`src/hdl/sldu_cfg.svh`:
```
// Size settings of the vector slide unit
`ifndef SLDU_CFG_SVH
`define SLDU_CFG_SVH

// Bytes in one register-file word
`define SLDU_WORD_BYTES 16

// Bytes in one vector register
`define SLDU_VREG_BYTES 64

// Instruction queue entries
`define SLDU_INSN_DEPTH 2

// Result queue entries
`define SLDU_RESQ_DEPTH 2

// Instruction ID bits
`define SLDU_ID_W 3

// Register-file word address bits
`define SLDU_ADDR_W 8

`endif

```
`src/hdl/sldu_pkg.sv`:
```
// Shared element codes and word types of the vector slide unit
`include "sldu_cfg.svh"

package sldu_pkg;

  ////////////////////////////////////////
  // Instruction fields
  ////////////////////////////////////////

  // Element width as log2 of the element bytes
  typedef enum logic [1:0] {
    EW8  = 2'd0,
    EW16 = 2'd1,
    EW32 = 2'd2,
    EW64 = 2'd3
  } sew_e;

  // Slide direction
  typedef enum logic {
    SLIDE_DOWN = 1'b0,
    SLIDE_UP   = 1'b1
  } slide_op_e;

  ////////////////////////////////////////
  // Datapath words
  ////////////////////////////////////////

  // One register-file word and its byte enables
  typedef logic [8*`SLDU_WORD_BYTES-1:0] word_t;
  typedef logic [`SLDU_WORD_BYTES-1:0]   be_t;
  typedef logic [`SLDU_ADDR_W-1:0]       addr_t;

  // Element count up to 64 that also holds byte counts of one register
  typedef logic [$clog2(`SLDU_VREG_BYTES):0] vl_t;

  typedef logic [`SLDU_ID_W-1:0] id_t;

endpackage

```
`src/hdl/sldu_insn_queue.sv`:
```
// In-order instruction queue between the sequencer and the slide FSM
`timescale 1ns/10ps
`include "sldu_cfg.svh"

module sldu_insn_queue (
  input  logic                clk_i,
  input  logic                rst_ni,
  // Request channel from the sequencer
  input  logic                req_valid_i,
  input  sldu_pkg::slide_op_e req_op_i,
  input  sldu_pkg::sew_e      req_sew_i,
  input  sldu_pkg::vl_t       req_vl_i,
  input  sldu_pkg::vl_t       req_stride_i,
  input  sldu_pkg::addr_t     req_vd_i,
  input  sldu_pkg::id_t       req_id_i,
  output logic                req_ready_o,
  // Head of the queue toward the slide FSM
  input  logic                issue_pop_i,
  output logic                issue_valid_o,
  output sldu_pkg::slide_op_e issue_op_o,
  output sldu_pkg::sew_e      issue_sew_o,
  output sldu_pkg::vl_t       issue_vl_o,
  output sldu_pkg::vl_t       issue_stride_o,
  output sldu_pkg::addr_t     issue_vd_o,
  output sldu_pkg::id_t       issue_id_o
);
  import sldu_pkg::*;

  localparam int unsigned DEPTH = `SLDU_INSN_DEPTH;
  localparam int unsigned PTR_W = (DEPTH > 1) ? $clog2(DEPTH) : 1;

  // Entry storage with one array per field
  slide_op_e op_mem     [DEPTH];
  sew_e      sew_mem    [DEPTH];
  vl_t       vl_mem     [DEPTH];
  vl_t       stride_mem [DEPTH];
  addr_t     vd_mem     [DEPTH];
  id_t       id_mem     [DEPTH];

  logic [PTR_W-1:0] accept_ptr_q;
  logic [PTR_W-1:0] issue_ptr_q;
  logic [PTR_W:0]   cnt_q;
  logic             accept;

  assign req_ready_o   = (cnt_q != (PTR_W+1)'(DEPTH));
  assign accept        = req_valid_i && req_ready_o;
  assign issue_valid_o = (cnt_q != '0);

  // Head entry is visible the cycle after it was written
  assign issue_op_o     = op_mem[issue_ptr_q];
  assign issue_sew_o    = sew_mem[issue_ptr_q];
  assign issue_vl_o     = vl_mem[issue_ptr_q];
  assign issue_stride_o = stride_mem[issue_ptr_q];
  assign issue_vd_o     = vd_mem[issue_ptr_q];
  assign issue_id_o     = id_mem[issue_ptr_q];

  // Pointers wrap at the queue depth
  always_ff @(posedge clk_i or negedge rst_ni) begin
    if (!rst_ni) begin
      accept_ptr_q <= '0;
      issue_ptr_q  <= '0;
      cnt_q        <= '0;
    end else begin
      if (accept) begin
        accept_ptr_q <= (accept_ptr_q == PTR_W'(DEPTH-1)) ? '0 : accept_ptr_q + 1'b1;
      end
      if (issue_pop_i) begin
        issue_ptr_q <= (issue_ptr_q == PTR_W'(DEPTH-1)) ? '0 : issue_ptr_q + 1'b1;
      end
      cnt_q <= cnt_q + (PTR_W+1)'(accept) - (PTR_W+1)'(issue_pop_i);
    end
  end

  // Stride is kept in bytes from here on
  always_ff @(posedge clk_i) begin
    if (accept) begin
      op_mem[accept_ptr_q]     <= req_op_i;
      sew_mem[accept_ptr_q]    <= req_sew_i;
      vl_mem[accept_ptr_q]     <= req_vl_i;
      stride_mem[accept_ptr_q] <= vl_t'(req_stride_i << req_sew_i);
      vd_mem[accept_ptr_q]     <= req_vd_i;
      id_mem[accept_ptr_q]     <= req_id_i;
    end
  end

  // The slide FSM only retires an instruction it was shown
  a_no_pop_empty: assert property (
    @(posedge clk_i) disable iff (!rst_ni) issue_pop_i |-> issue_valid_o
  );

endmodule

```
`src/hdl/sldu_byte_shifter.sv`:
```
// Byte aligner that picks one result word out of two neighbouring source words
`timescale 1ns/10ps
`include "sldu_cfg.svh"

module sldu_byte_shifter (
  input  sldu_pkg::word_t                     prev_word_i,
  input  sldu_pkg::word_t                     cur_word_i,
  input  logic [$clog2(`SLDU_WORD_BYTES)-1:0] shift_i,
  input  sldu_pkg::slide_op_e                 dir_i,
  output sldu_pkg::word_t                     word_o
);
  import sldu_pkg::*;

  localparam int unsigned WB = `SLDU_WORD_BYTES;

  // Older word sits in the low half, so byte order follows the register
  logic [2*8*WB-1:0] pair;

  assign pair = {cur_word_i, prev_word_i};

  ////////////////////////////////////////
  // Byte select
  ////////////////////////////////////////

  always_comb begin
    for (int unsigned b = 0; b < WB; b++) begin
      if (dir_i == SLIDE_UP) begin
        // Slideup moves bytes toward higher addresses and the tail of prev fills the gap
        word_o[8*b +: 8] = pair[8*(b + WB - shift_i) +: 8];
      end else begin
        // Slidedown moves bytes toward lower addresses and the head of cur fills the top
        word_o[8*b +: 8] = pair[8*(b + shift_i) +: 8];
      end
    end
  end

endmodule

```
`src/hdl/sldu_slide_ctrl.sv`:
```
// Slide FSM that walks the source register word by word and emits shifted result words
`timescale 1ns/10ps
`include "sldu_cfg.svh"

module sldu_slide_ctrl (
  input  logic                                clk_i,
  input  logic                                rst_ni,
  // Head of the instruction queue
  input  logic                                issue_valid_i,
  input  sldu_pkg::slide_op_e                 issue_op_i,
  input  sldu_pkg::sew_e                      issue_sew_i,
  input  sldu_pkg::vl_t                       issue_vl_i,
  input  sldu_pkg::vl_t                       issue_stride_i,
  input  sldu_pkg::addr_t                     issue_vd_i,
  input  sldu_pkg::id_t                       issue_id_i,
  output logic                                issue_pop_o,
  // Source operand stream
  input  logic                                op_valid_i,
  input  sldu_pkg::word_t                     op_data_i,
  output logic                                op_ready_o,
  // Byte shifter
  output logic [$clog2(`SLDU_WORD_BYTES)-1:0] shift_o,
  output sldu_pkg::word_t                     prev_word_o,
  output sldu_pkg::word_t                     cur_word_o,
  input  sldu_pkg::word_t                     shifted_i,
  // Result queue
  output logic                                push_o,
  output sldu_pkg::word_t                     push_data_o,
  output sldu_pkg::be_t                       push_be_o,
  output sldu_pkg::addr_t                     push_addr_o,
  input  logic                                result_full_i,
  input  logic                                result_empty_i,
  // Completion
  output logic                                done_o,
  output sldu_pkg::id_t                       done_id_o
);
  import sldu_pkg::*;

  localparam int unsigned WB     = `SLDU_WORD_BYTES;
  localparam int unsigned BOFF_W = $clog2(WB);
  localparam int unsigned WIDX_W = $clog2(`SLDU_VREG_BYTES / WB);

  typedef enum logic [1:0] {
    IDLE,
    PRIME,
    RUN,
    DRAIN
  } state_e;

  state_e state_q, state_d;

  // Output word index within the destination register
  logic [WIDX_W-1:0] out_idx_q;
  logic [WIDX_W-1:0] last_q;
  // Source words consumed, and how many to drop before the first result
  logic [WIDX_W:0]   src_idx_q;
  logic [WIDX_W:0]   skip_q;
  // Byte window that gets written
  vl_t               lo_q;
  vl_t               hi_q;
  id_t               id_q;
  word_t             prev_q;

  vl_t  vl_bytes;
  vl_t  vl_last;
  logic fire;
  logic last_push;

  assign vl_bytes = vl_t'(issue_vl_i << issue_sew_i);
  assign vl_last  = vl_bytes - vl_t'(1);

  ////////////////////////////////////////
  // Operand and result handshakes
  ////////////////////////////////////////

  // A full result queue stalls the operand stream too
  assign op_ready_o = ((state_q == PRIME) || (state_q == RUN)) && !result_full_i;
  assign fire       = op_valid_i && op_ready_o;

  // Slidedown drops leading source words until the window reaches word 0
  assign push_o      = fire && (src_idx_q >= skip_q);
  assign last_push   = push_o && (out_idx_q == last_q);
  assign issue_pop_o = last_push;

  // The first source word has nothing below it
  assign shift_o     = issue_stride_i[BOFF_W-1:0];
  assign prev_word_o = (state_q == PRIME) ? '0 : prev_q;
  assign cur_word_o  = op_data_i;

  assign push_data_o = shifted_i;
  assign push_addr_o = issue_vd_i + addr_t'(out_idx_q);
  assign done_id_o   = id_q;

  // Enables cover the absolute bytes in [lo, hi)
  always_comb begin
    vl_t pos;
    for (int unsigned i = 0; i < WB; i++) begin
      pos = vl_t'({out_idx_q, {BOFF_W{1'b0}}}) + vl_t'(i);
      push_be_o[i] = (pos >= lo_q) && (pos < hi_q);
    end
  end

  ////////////////////////////////////////
  // FSM
  ////////////////////////////////////////

  always_comb begin
    state_d = state_q;
    unique case (state_q)
      IDLE: begin
        if (issue_valid_i) begin
          state_d = PRIME;
        end
      end
      PRIME: begin
        // Slideup may finish on its very first word
        if (fire) begin
          state_d = last_push ? DRAIN : RUN;
        end
      end
      RUN: begin
        if (last_push) begin
          state_d = DRAIN;
        end
      end
      DRAIN: begin
        if (result_empty_i) begin
          state_d = IDLE;
        end
      end
      default: state_d = IDLE;
    endcase
  end

  always_ff @(posedge clk_i or negedge rst_ni) begin
    if (!rst_ni) begin
      state_q   <= IDLE;
      out_idx_q <= '0;
      last_q    <= '0;
      src_idx_q <= '0;
      skip_q    <= '0;
      lo_q      <= '0;
      hi_q      <= '0;
      id_q      <= '0;
      done_o    <= 1'b0;
    end else begin
      state_q <= state_d;
      // Done follows the cycle in which the last word left the result queue
      done_o  <= (state_q == DRAIN) && result_empty_i;
      if (state_q == IDLE && issue_valid_i) begin
        src_idx_q <= '0;
        id_q      <= issue_id_i;
        hi_q      <= vl_bytes;
        last_q    <= vl_last[BOFF_W +: WIDX_W];
        if (issue_op_i == SLIDE_UP) begin
          // Up starts writing at the word holding the stride
          out_idx_q <= issue_stride_i[BOFF_W +: WIDX_W];
          lo_q      <= issue_stride_i;
          skip_q    <= '0;
        end else begin
          out_idx_q <= '0;
          lo_q      <= '0;
          skip_q    <= issue_stride_i[BOFF_W +: WIDX_W+1] + 1'b1;
        end
      end
      if (fire) begin
        src_idx_q <= src_idx_q + 1'b1;
      end
      if (push_o) begin
        out_idx_q <= out_idx_q + 1'b1;
      end
    end
  end

  // Last consumed source word
  always_ff @(posedge clk_i) begin
    if (fire) begin
      prev_q <= op_data_i;
    end
  end

endmodule

```
`src/hdl/sldu_result_queue.sv`:
```
// Two-entry result FIFO between the slide FSM and the register-file write port
`timescale 1ns/10ps
`include "sldu_cfg.svh"

module sldu_result_queue (
  input  logic            clk_i,
  input  logic            rst_ni,
  // Writes from the slide FSM
  input  logic            push_i,
  input  sldu_pkg::word_t push_data_i,
  input  sldu_pkg::be_t   push_be_i,
  input  sldu_pkg::addr_t push_addr_i,
  output logic            full_o,
  output logic            empty_o,
  // Register-file write channel
  output logic            res_valid_o,
  output sldu_pkg::word_t res_data_o,
  output sldu_pkg::be_t   res_be_o,
  output sldu_pkg::addr_t res_addr_o,
  input  logic            res_ready_i
);
  import sldu_pkg::*;

  localparam int unsigned DEPTH = `SLDU_RESQ_DEPTH;
  localparam int unsigned PTR_W = (DEPTH > 1) ? $clog2(DEPTH) : 1;

  word_t data_mem [DEPTH];
  be_t   be_mem   [DEPTH];
  addr_t addr_mem [DEPTH];

  logic [PTR_W-1:0] wr_ptr_q;
  logic [PTR_W-1:0] rd_ptr_q;
  logic [PTR_W:0]   cnt_q;
  logic             pop;

  assign full_o      = (cnt_q == (PTR_W+1)'(DEPTH));
  assign empty_o     = (cnt_q == '0);
  assign res_valid_o = !empty_o;
  assign pop         = res_valid_o && res_ready_i;

  // Oldest entry faces the register file
  assign res_data_o = data_mem[rd_ptr_q];
  assign res_be_o   = be_mem[rd_ptr_q];
  assign res_addr_o = addr_mem[rd_ptr_q];

  always_ff @(posedge clk_i or negedge rst_ni) begin
    if (!rst_ni) begin
      wr_ptr_q <= '0;
      rd_ptr_q <= '0;
      cnt_q    <= '0;
    end else begin
      if (push_i) begin
        wr_ptr_q <= (wr_ptr_q == PTR_W'(DEPTH-1)) ? '0 : wr_ptr_q + 1'b1;
      end
      if (pop) begin
        rd_ptr_q <= (rd_ptr_q == PTR_W'(DEPTH-1)) ? '0 : rd_ptr_q + 1'b1;
      end
      cnt_q <= cnt_q + (PTR_W+1)'(push_i) - (PTR_W+1)'(pop);
    end
  end

  always_ff @(posedge clk_i) begin
    if (push_i) begin
      data_mem[wr_ptr_q] <= push_data_i;
      be_mem[wr_ptr_q]   <= push_be_i;
      addr_mem[wr_ptr_q] <= push_addr_i;
    end
  end

  // Occupancy stays within the storage
  a_cnt_bound: assert property (
    @(posedge clk_i) disable iff (!rst_ni) cnt_q <= (PTR_W+1)'(DEPTH)
  );

  // The slide FSM never writes into a full queue
  a_no_push_full: assert property (
    @(posedge clk_i) disable iff (!rst_ni) push_i |-> !full_o
  );

endmodule

```
`src/hdl/sldu_top.sv`:
```
// Slide unit top level wiring the instruction queue, slide FSM, byte shifter and result queue
`timescale 1ns/10ps
`include "sldu_cfg.svh"

module sldu_top (
  input  logic                clk_i,
  input  logic                rst_ni,
  // Sequencer requests
  input  logic                req_valid_i,
  input  sldu_pkg::slide_op_e req_op_i,
  input  sldu_pkg::sew_e      req_sew_i,
  input  sldu_pkg::vl_t       req_vl_i,
  input  sldu_pkg::vl_t       req_stride_i,
  input  sldu_pkg::addr_t     req_vd_i,
  input  sldu_pkg::id_t       req_id_i,
  output logic                req_ready_o,
  // Source operand stream
  input  logic                op_valid_i,
  input  sldu_pkg::word_t     op_data_i,
  output logic                op_ready_o,
  // Register-file writes
  output logic                res_valid_o,
  output sldu_pkg::word_t     res_data_o,
  output sldu_pkg::be_t       res_be_o,
  output sldu_pkg::addr_t     res_addr_o,
  input  logic                res_ready_i,
  // Completion
  output logic                done_o,
  output sldu_pkg::id_t       done_id_o
);
  import sldu_pkg::*;

  // Issue channel
  logic      issue_valid;
  logic      issue_pop;
  slide_op_e issue_op;
  sew_e      issue_sew;
  vl_t       issue_vl;
  vl_t       issue_stride;
  addr_t     issue_vd;
  id_t       issue_id;

  // Shifter operands
  logic [$clog2(`SLDU_WORD_BYTES)-1:0] shift;
  word_t prev_word;
  word_t cur_word;
  word_t shifted;

  // Result queue writes
  logic  push;
  word_t push_data;
  be_t   push_be;
  addr_t push_addr;
  logic  result_full;
  logic  result_empty;

  sldu_insn_queue insn_queue_i (
    .clk_i          (clk_i),
    .rst_ni         (rst_ni),
    .req_valid_i    (req_valid_i),
    .req_op_i       (req_op_i),
    .req_sew_i      (req_sew_i),
    .req_vl_i       (req_vl_i),
    .req_stride_i   (req_stride_i),
    .req_vd_i       (req_vd_i),
    .req_id_i       (req_id_i),
    .req_ready_o    (req_ready_o),
    .issue_pop_i    (issue_pop),
    .issue_valid_o  (issue_valid),
    .issue_op_o     (issue_op),
    .issue_sew_o    (issue_sew),
    .issue_vl_o     (issue_vl),
    .issue_stride_o (issue_stride),
    .issue_vd_o     (issue_vd),
    .issue_id_o     (issue_id)
  );

  sldu_slide_ctrl slide_ctrl_i (
    .clk_i          (clk_i),
    .rst_ni         (rst_ni),
    .issue_valid_i  (issue_valid),
    .issue_op_i     (issue_op),
    .issue_sew_i    (issue_sew),
    .issue_vl_i     (issue_vl),
    .issue_stride_i (issue_stride),
    .issue_vd_i     (issue_vd),
    .issue_id_i     (issue_id),
    .issue_pop_o    (issue_pop),
    .op_valid_i     (op_valid_i),
    .op_data_i      (op_data_i),
    .op_ready_o     (op_ready_o),
    .shift_o        (shift),
    .prev_word_o    (prev_word),
    .cur_word_o     (cur_word),
    .shifted_i      (shifted),
    .push_o         (push),
    .push_data_o    (push_data),
    .push_be_o      (push_be),
    .push_addr_o    (push_addr),
    .result_full_i  (result_full),
    .result_empty_i (result_empty),
    .done_o         (done_o),
    .done_id_o      (done_id_o)
  );

  // Direction comes straight from the head instruction
  sldu_byte_shifter byte_shifter_i (
    .prev_word_i (prev_word),
    .cur_word_i  (cur_word),
    .shift_i     (shift),
    .dir_i       (issue_op),
    .word_o      (shifted)
  );

  sldu_result_queue result_queue_i (
    .clk_i       (clk_i),
    .rst_ni      (rst_ni),
    .push_i      (push),
    .push_data_i (push_data),
    .push_be_i   (push_be),
    .push_addr_i (push_addr),
    .full_o      (result_full),
    .empty_o     (result_empty),
    .res_valid_o (res_valid_o),
    .res_data_o  (res_data_o),
    .res_be_o    (res_be_o),
    .res_addr_o  (res_addr_o),
    .res_ready_i (res_ready_i)
  );

endmodule

```
`config.mk`:
```
export PLATFORM = sky130hd
export DESIGN_NAME = sldu_top
export DESIGN_NICKNAME = d
export VERILOG_FILES = /design/src/hdl/sldu_pkg.sv /design/src/hdl/sldu_insn_queue.sv /design/src/hdl/sldu_byte_shifter.sv /design/src/hdl/sldu_slide_ctrl.sv /design/src/hdl/sldu_result_queue.sv /design/src/hdl/sldu_top.sv
export VERILOG_INCLUDE_DIRS = /design/src /design/src/hdl
export SDC_FILE = /design/constraint.sdc
export NUM_CORES = 2
export LEC_CHECK = 0
export BUFFER_PORTS_ARGS = -buffer_cell sky130_fd_sc_hd__buf_2
export CORE_ASPECT_RATIO = 0.7
export CORE_UTILIZATION = 40
export DETAILED_ROUTE_END_ITERATION = 12
export PLACE_DENSITY = 0.63
export SYNTH_ARGS = -nofsm -noshare
export SYNTH_HDL_FRONTEND = slang
export SYNTH_HIERARCHICAL = 1
export SYNTH_SLANG_ARGS = --single-unit
```
`constraint.sdc`:
```
create_clock -name clk_i -period 8.7 [get_ports clk_i]
set_input_delay 0.87 -clock clk_i [delete_from_list [all_inputs] [get_ports clk_i]]
set_output_delay 0.87 -clock clk_i [all_outputs]
set_load 0.01 [all_outputs]
```
# == Yosys cells after proc, flatten, opt, wreduce, memory -nomap -nowiden ==
# Memory sizes are Yosys's and may differ from the RTL's. A register that Yosys moved wholly into a read port is not among the register bits.
# Index checks and enable logic that the tools add are counted.
# totals
regBits,163
ramBits,360
in_bits,161
word_cells,232
memories,9
# classes
addsub,59
magnitude_cmp,33
eq_ne,10
n_shift,34
muxes,38
n_reduce_logical,34
# mem_list
memory,words,word_bits,rd,rd_ports_with_merged_regs,write_ports,line,source
result_queue_i.data_mem,2,128,1,0,1,sldu_result_queue.sv:27,word_t data_mem [DEPTH];
result_queue_i.be_mem,2,16,1,0,1,sldu_result_queue.sv:28,be_t be_mem [DEPTH];
insn_queue_i.vd_mem,2,8,1,0,1,sldu_insn_queue.sv:37,addr_t vd_mem [DEPTH];
result_queue_i.addr_mem,2,8,1,0,1,sldu_result_queue.sv:29,addr_t addr_mem [DEPTH];
insn_queue_i.stride_mem,2,7,1,0,1,sldu_insn_queue.sv:36,vl_t stride_mem [DEPTH];
insn_queue_i.vl_mem,2,7,1,0,1,sldu_insn_queue.sv:35,vl_t vl_mem [DEPTH];
3 more memories,--,--,--,--,--,--,
# ops
op,count
indexed part select 256 x 33 -> 8 bit,31
indexed part select 256 x 8 -> 8 bit,1
2-to-1 mux 128 bit,1
2-to-1 mux 8 bit,16
>= comparator 7 bit,15
less-than comparator 7 bit,15
subtractor 5 x 4 -> 6 bit (first input constant),16
adder 6 x 4 -> 7 bit (second input constant),8
adder 4 x 4 -> 5 bit (first input constant),8
adder 6 x 3 -> 7 bit (second input constant),4
logical AND 1 bit,24
adder 3 x 4 -> 5 bit (first input constant),4
adder 6 x 2 -> 7 bit (second input constant),2
2-to-1 mux 2 bit,7
<< shifter 7 x 2 -> 7 bit,2
adder 2 x 4 -> 5 bit (first input constant),2
2-to-1 mux 1 bit,9
2-to-1 mux 3 bit,3
adder 8 x 2 -> 8 bit,1
one-hot mux 2 bit (4 select lines),1
adder 6 x 1 -> 7 bit (second input constant),1
>= comparator 6 x 7 -> 1 bit,1
less-than comparator 6 x 7 -> 1 bit,1
2-to-1 mux 7 bit,1
18 further kinds,34

# == Depth between registers and ports, before layout ==
# depth
depth_word,9
mapped_depth,21

# == Hierarchy ==
# The synthesis kept the hierarchy.
# by_module_without_submodules
mod,n_inst,cells_each,area_each_um2
sldu_byte_shifter,1,2800,22576.7
sldu_result_queue,1,491,11448.5
sldu_slide_ctrl,1,801,8981.1
sldu_insn_queue,1,118,2371.0

# == Least setup slack after synthesis ==
# OpenSTA, ideal clock, no wires.
# synth_path
kind,input to register
from,input op_valid_i
to,memory result_queue_i/addr_mem[0][0] (netlist name) (enable)
setup_ns,0.684
arrival_time_ns,8.020
required_ns,8.016
slack_ns,-0.004
stages,5
path_buffers,0
path_cell_list,nand3b_4 nor2_4 nand2_1 inv_1 nor2b_1
# synth_between
elab_chain_cells,4
# synth_rtl
element,line,source
"start, declared",sldu_top.sv:18,"input logic op_valid_i,"
logical AND 1 bit,sldu_slide_ctrl.sv:78,assign fire = op_valid_i && op_ready_o;
logical AND 1 bit,sldu_slide_ctrl.sv:81,assign push_o = fire && (src_idx_q >= skip_q);
via push,sldu_top.sv:50,logic push;
2-to-1 mux 1 bit,sldu_result_queue.sv:63,if (push_i) begin
2-to-1 mux 1 bit (implied by the code),sldu_result_queue.sv:66,addr_mem[wr_ptr_q] <= push_addr_i;
"end, declared",sldu_result_queue.sv:29,
# The timed path passes the listed nets, and every way through them passes these cells.

# == Final worst setup path ==
# layout_path
from,register insn_queue_i.issue_ptr_q
to,"memory result_queue_i/data_mem[1][21] (netlist name), data pin"
# layout_between
elab_chain_cells,4
word_cells_on_any_way,7
# layout_rtl
element,line,source
"start, declared",sldu_insn_queue.sv:41,logic [PTR_W-1:0] issue_ptr_q;
"start signal, assigned",sldu_insn_queue.sv:68,issue_ptr_q <= (issue_ptr_q == PTR_W'(DEPTH-1)) ? '0 : issue_ptr_q + 1'b1;
memory read (2 x 7 bit) (*),--,
via issue_stride[1],sldu_top.sv:39,vl_t issue_stride;
subtractor 5 x 4 -> 6 bit or adder 2 x 4 -> 5 bit (tied branches),"sldu_byte_shifter.sv:29, sldu_byte_shifter.sv:32",
"indexed part select 256 x 33 -> 8 bit, on equally long branches","sldu_byte_shifter.sv:29, sldu_byte_shifter.sv:32",
2-to-1 mux 8 bit (*),sldu_byte_shifter.sv:27,if (dir_i == SLIDE_UP) begin
via shifted[21],sldu_top.sv:47,word_t shifted;
"end, declared",sldu_result_queue.sv:27,
# The timed path passes the listed nets; every way through them passes the cells marked *.

==> results.sh <==
export IMPL_cp_required_ns=8.96
export IMPL_hp_class="input pin to asynchronous set/reset pin"
export IMPL_timing_final_crit_share=0.623
export IMPL_clk_pin_slew_ns=0.07
export IMPL_drt_iter0_drc=6261
export IMPL_cp_data_arrival_time_ns=5.68
export IMPL_die_area_mm2=0.115
export IMPL_worst_slew_margin_rel=-0.0325
export IMPL_synth_ff_type="edfxtp_1"
export IMPL_syn_to_final_growth_pct=5.70
export IMPL_initial_core_util=0.407
export IMPL_cts_sinks=526
export IMPL_place_congestion=1.07
export IMPL_register_area_mm2=0.0156
export IMPL_vias=37500
export IMPL_hold_slack_ns=0.357
export IMPL_nets=4284
export IMPL_grt_pass1_vias=34000
export IMPL_yosysWarnings=6
export IMPL_syn_nets=4406
export IMPL_finalSetupViolations=0
export IMPL_rsz0062_at_grt="false"
export IMPL_rows=102
export IMPL_clock_path_buffers=3
export IMPL_crit_start="insn_queue_i/issue_ptr_q"
export IMPL_layout_cells_non_filler=5654
export IMPL_cts_max_level=2
export IMPL_routed_wl_um=196000
export IMPL_netlist_instances=4210
export IMPL_min_period_ns=5.42
export IMPL_hpwl_um=147000
export IMPL_cts_root_buf="clkbuf_16"
export IMPL_tritoncts="built"
export IMPL_cts_setup_buffers=0
export IMPL_design_area_mm2=0.0480
export IMPL_gr_total_overflow=0
export IMPL_synth_edf_count=488
export IMPL_worst_pin_slew_ns=1.54
export IMPL_core_mm2=0.112
export IMPL_drc=0
export IMPL_dp_cells=5536
export IMPL_grt_use_total=0.330
export IMPL_ys_async_sr_fraction=0.0722
export IMPL_critPathCapture="result_queue_i/data_mem[1][21]"
export IMPL_regToRegEndpoint="result_queue_i/data_mem[1][21]"
export IMPL_ios=320
export IMPL_place_area_mm2=0.0461
export IMPL_syn_avg_cell_area_um2=10.8
export IMPL_first_pass_iters=9
export IMPL_hold_viol=0
export IMPL_fmax_ghz=0.185
export IMPL_via_per_inst=6.64
export IMPL_multi_input_area_mm2=0.0260
export IMPL_fin_tns_setup_ns=0
export IMPL_fillers=10600
export IMPL_dieWidth_um=405
export IMPL_worstSetupEndpointType="flip-flop"
export IMPL_ys_ff_latch=526
export IMPL_grt_pass1_wl_um=269000
export IMPL_netlist_area_mm2=0.0454
export IMPL_numPortBuffers=319
export IMPL_drv_cap=2
export IMPL_yosys_cell_types_count=92
export IMPL_reg2reg_from="insn_queue_i/issue_ptr_q"
export IMPL_ant_nets=0
export IMPL_antenna_found_initial=14
export IMPL_reg2reg_depth=9
export IMPL_routedWlPerCell_um=34.7
export IMPL_insertion_delay_ns=0.69
export IMPL_crit_type="flip-flop to flip-flop"
export IMPL_ys_seq_area_frac=0.344
export IMPL_path_max_fanout=130
export IMPL_fp_dieH_um=284
export IMPL_start_kind="flip-flop"
export IMPL_layout_drive_gt1_share=0.276
export IMPL_violations="capacitance limit, slew limit"
export IMPL_maxSlewViolCount=3
export IMPL_numCtsBuffers=57
export IMPL_holdBufCountCts=0
export IMPL_status="finished with violations"
export IMPL_reg2reg_setup_slack_ns=3.28
export IMPL_grt_max_degree=153
export IMPL_ctsResizeCount=0
export IMPL_finalClockSkew_ns=0.0372
==> state kept, by name, summed over array words and instances, names as in the netlist, 3 cells and up <==
signal	flops
slide_ctrl_i/done_id_o	3
result_queue_i/data_mem	256
insn_queue_i/stride_mem	14
result_queue_i/addr_mem	16
slide_ctrl_i/src_idx_q	3
slide_ctrl_i/prev_q	128
insn_queue_i/vl_mem	14
insn_queue_i/id_mem	6
slide_ctrl_i/hi_q	7
insn_queue_i/vd_mem	16
insn_queue_i/sew_mem	4
slide_ctrl_i/skip_q	3
result_queue_i/be_mem	32
slide_ctrl_i/lo_q	7
==> per-layer routing <==
metal	vias to the layer above	part of all wire	wire length [um]	track usage
met5	-	0.0016	308	0.0146
met4	12	0.040	7800	0.106
met3	461	0.18	34700	0.178
met2	3055	0.37	72400	0.413
met1	18400	0.41	80800	0.471
li1	15600	-	-	-
==> how the worst min path moves through the flow <==
stage	from	to	slack, ns	cells past startpoint
4_1_cts	req_vl_i[6]	insn_queue_i/vl_mem[1][6]	0.34	1
5_1_grt	req_vl_i[1]	insn_queue_i/vl_mem[1][1]	0.35	1
2_1_floorplan	slide_ctrl_i/hi_q[5]	slide_ctrl_i/hi_q[5]	0.45	2
3_3_place_gp	slide_ctrl_i/done_id_o[1]	slide_ctrl_i/done_id_o[1]	0.46	1
3_5_place_dp	slide_ctrl_i/done_id_o[1]	slide_ctrl_i/done_id_o[1]	0.47	1
6_report	rst_ni	slide_ctrl_i/done_id_o[2]	0.36	1
==> cells in the final DEF, fill, tap and decap left out, drive strengths merged, types with 47 or more instances in the layout <==
cell and count:
a21oi 163, mux4 253, nor3 47, nor2b 156, mux2i 498, o21ai 181
o211ai 83, edfxtp 488, mux2 318, nand3 94, clkbuf 69, nand2 426
a211oi 93, buf 416, inv 59, nor2 259
==> final cells by class <==
cell class              count  share of cell area
clock buffers              69              0.0311
multi-input cells        3030               0.541
diodes                     11            0.000574
clock inverters            37             0.00783
repair buffers            416              0.0500
inverters                  57             0.00467
well taps                1508              0.0393
flip-flops and latches    526               0.325
==> worst max-delay path, cell delays in order, from the launching register on <==
cell and delay, ns:
dfrtp_1 0.48, mux2_8 0.80, buf_4 0.81, buf_12 0.56
mux2i_1 0.22, mux2i_1 0.23, nor2_1 0.06, a21oi_1 0.20
a21oi_1 0.09, o21ai_0 1.13
==> Yosys cell counts, drive strengths merged, types with 6 or more instances <==
cell    number  share of area
a211o       24         0.0046
a211oi      93          0.015
a21boi      12         0.0020
a21o        11         0.0018
a21oi      163          0.018
a221oi      23         0.0044
a22o        13         0.0025
a22oi       40         0.0069
a31oi       15         0.0021
a32oi       10         0.0019
and2        14         0.0019
and3        13         0.0019
buf        480          0.075
clkbuf     117         0.0097
dfrtp       38          0.021
edfxtp     488           0.32
ha          34         0.0094
inv         54         0.0045
mux2       318          0.085
mux2i      498           0.11
mux4       253           0.13
nand2      426          0.035
nand2b      15         0.0021
nand3       94          0.010
nor2       259          0.022
nor2b      156          0.022
nor3        47         0.0053
o211ai      83          0.014
o21a        13         0.0022
o21ai      181          0.020
o22a        25         0.0048
o22ai       44         0.0061
o31ai       20         0.0033
o32a         6         0.0013
o32ai        8         0.0015
or2          9         0.0012
or3          9         0.0012
xnor2       21         0.0042
xor2         9         0.0023
==> per-stage QoR <==
stage               utilization  setup WS [ns]
global placement          0.413           3.73
detailed placement        0.413           3.65
global route              0.430           3.27
floorplan                     -           2.93
CTS                       0.430           3.58
finish                    0.430           3.28
==> cell families (layout without fill, tap and decap cells) <==
| kind of cell | Yosys count | after routing | synth area share |
|---|---|---|---|
| AOI/OAI and AO/OA | 838 | 838 | 0.124 |
| xor gates and xnor gates | 30 | 30 | 0.00654 |
| adders and majority gates | 35 | 35 | 0.00982 |
| buffers and inverters | 654 | 579 | 0.0893 |
| DFF | 526 | 526 | 0.344 |
| muxes | 1069 | 1069 | 0.321 |
| other | 0 | 11 | 0 |
| and+or+nand+nor | 1058 | 1058 | 0.106 |
Power is not shown: default switching activity piles up to over one toggle a cycle in this logic, so the estimate is an artifact.
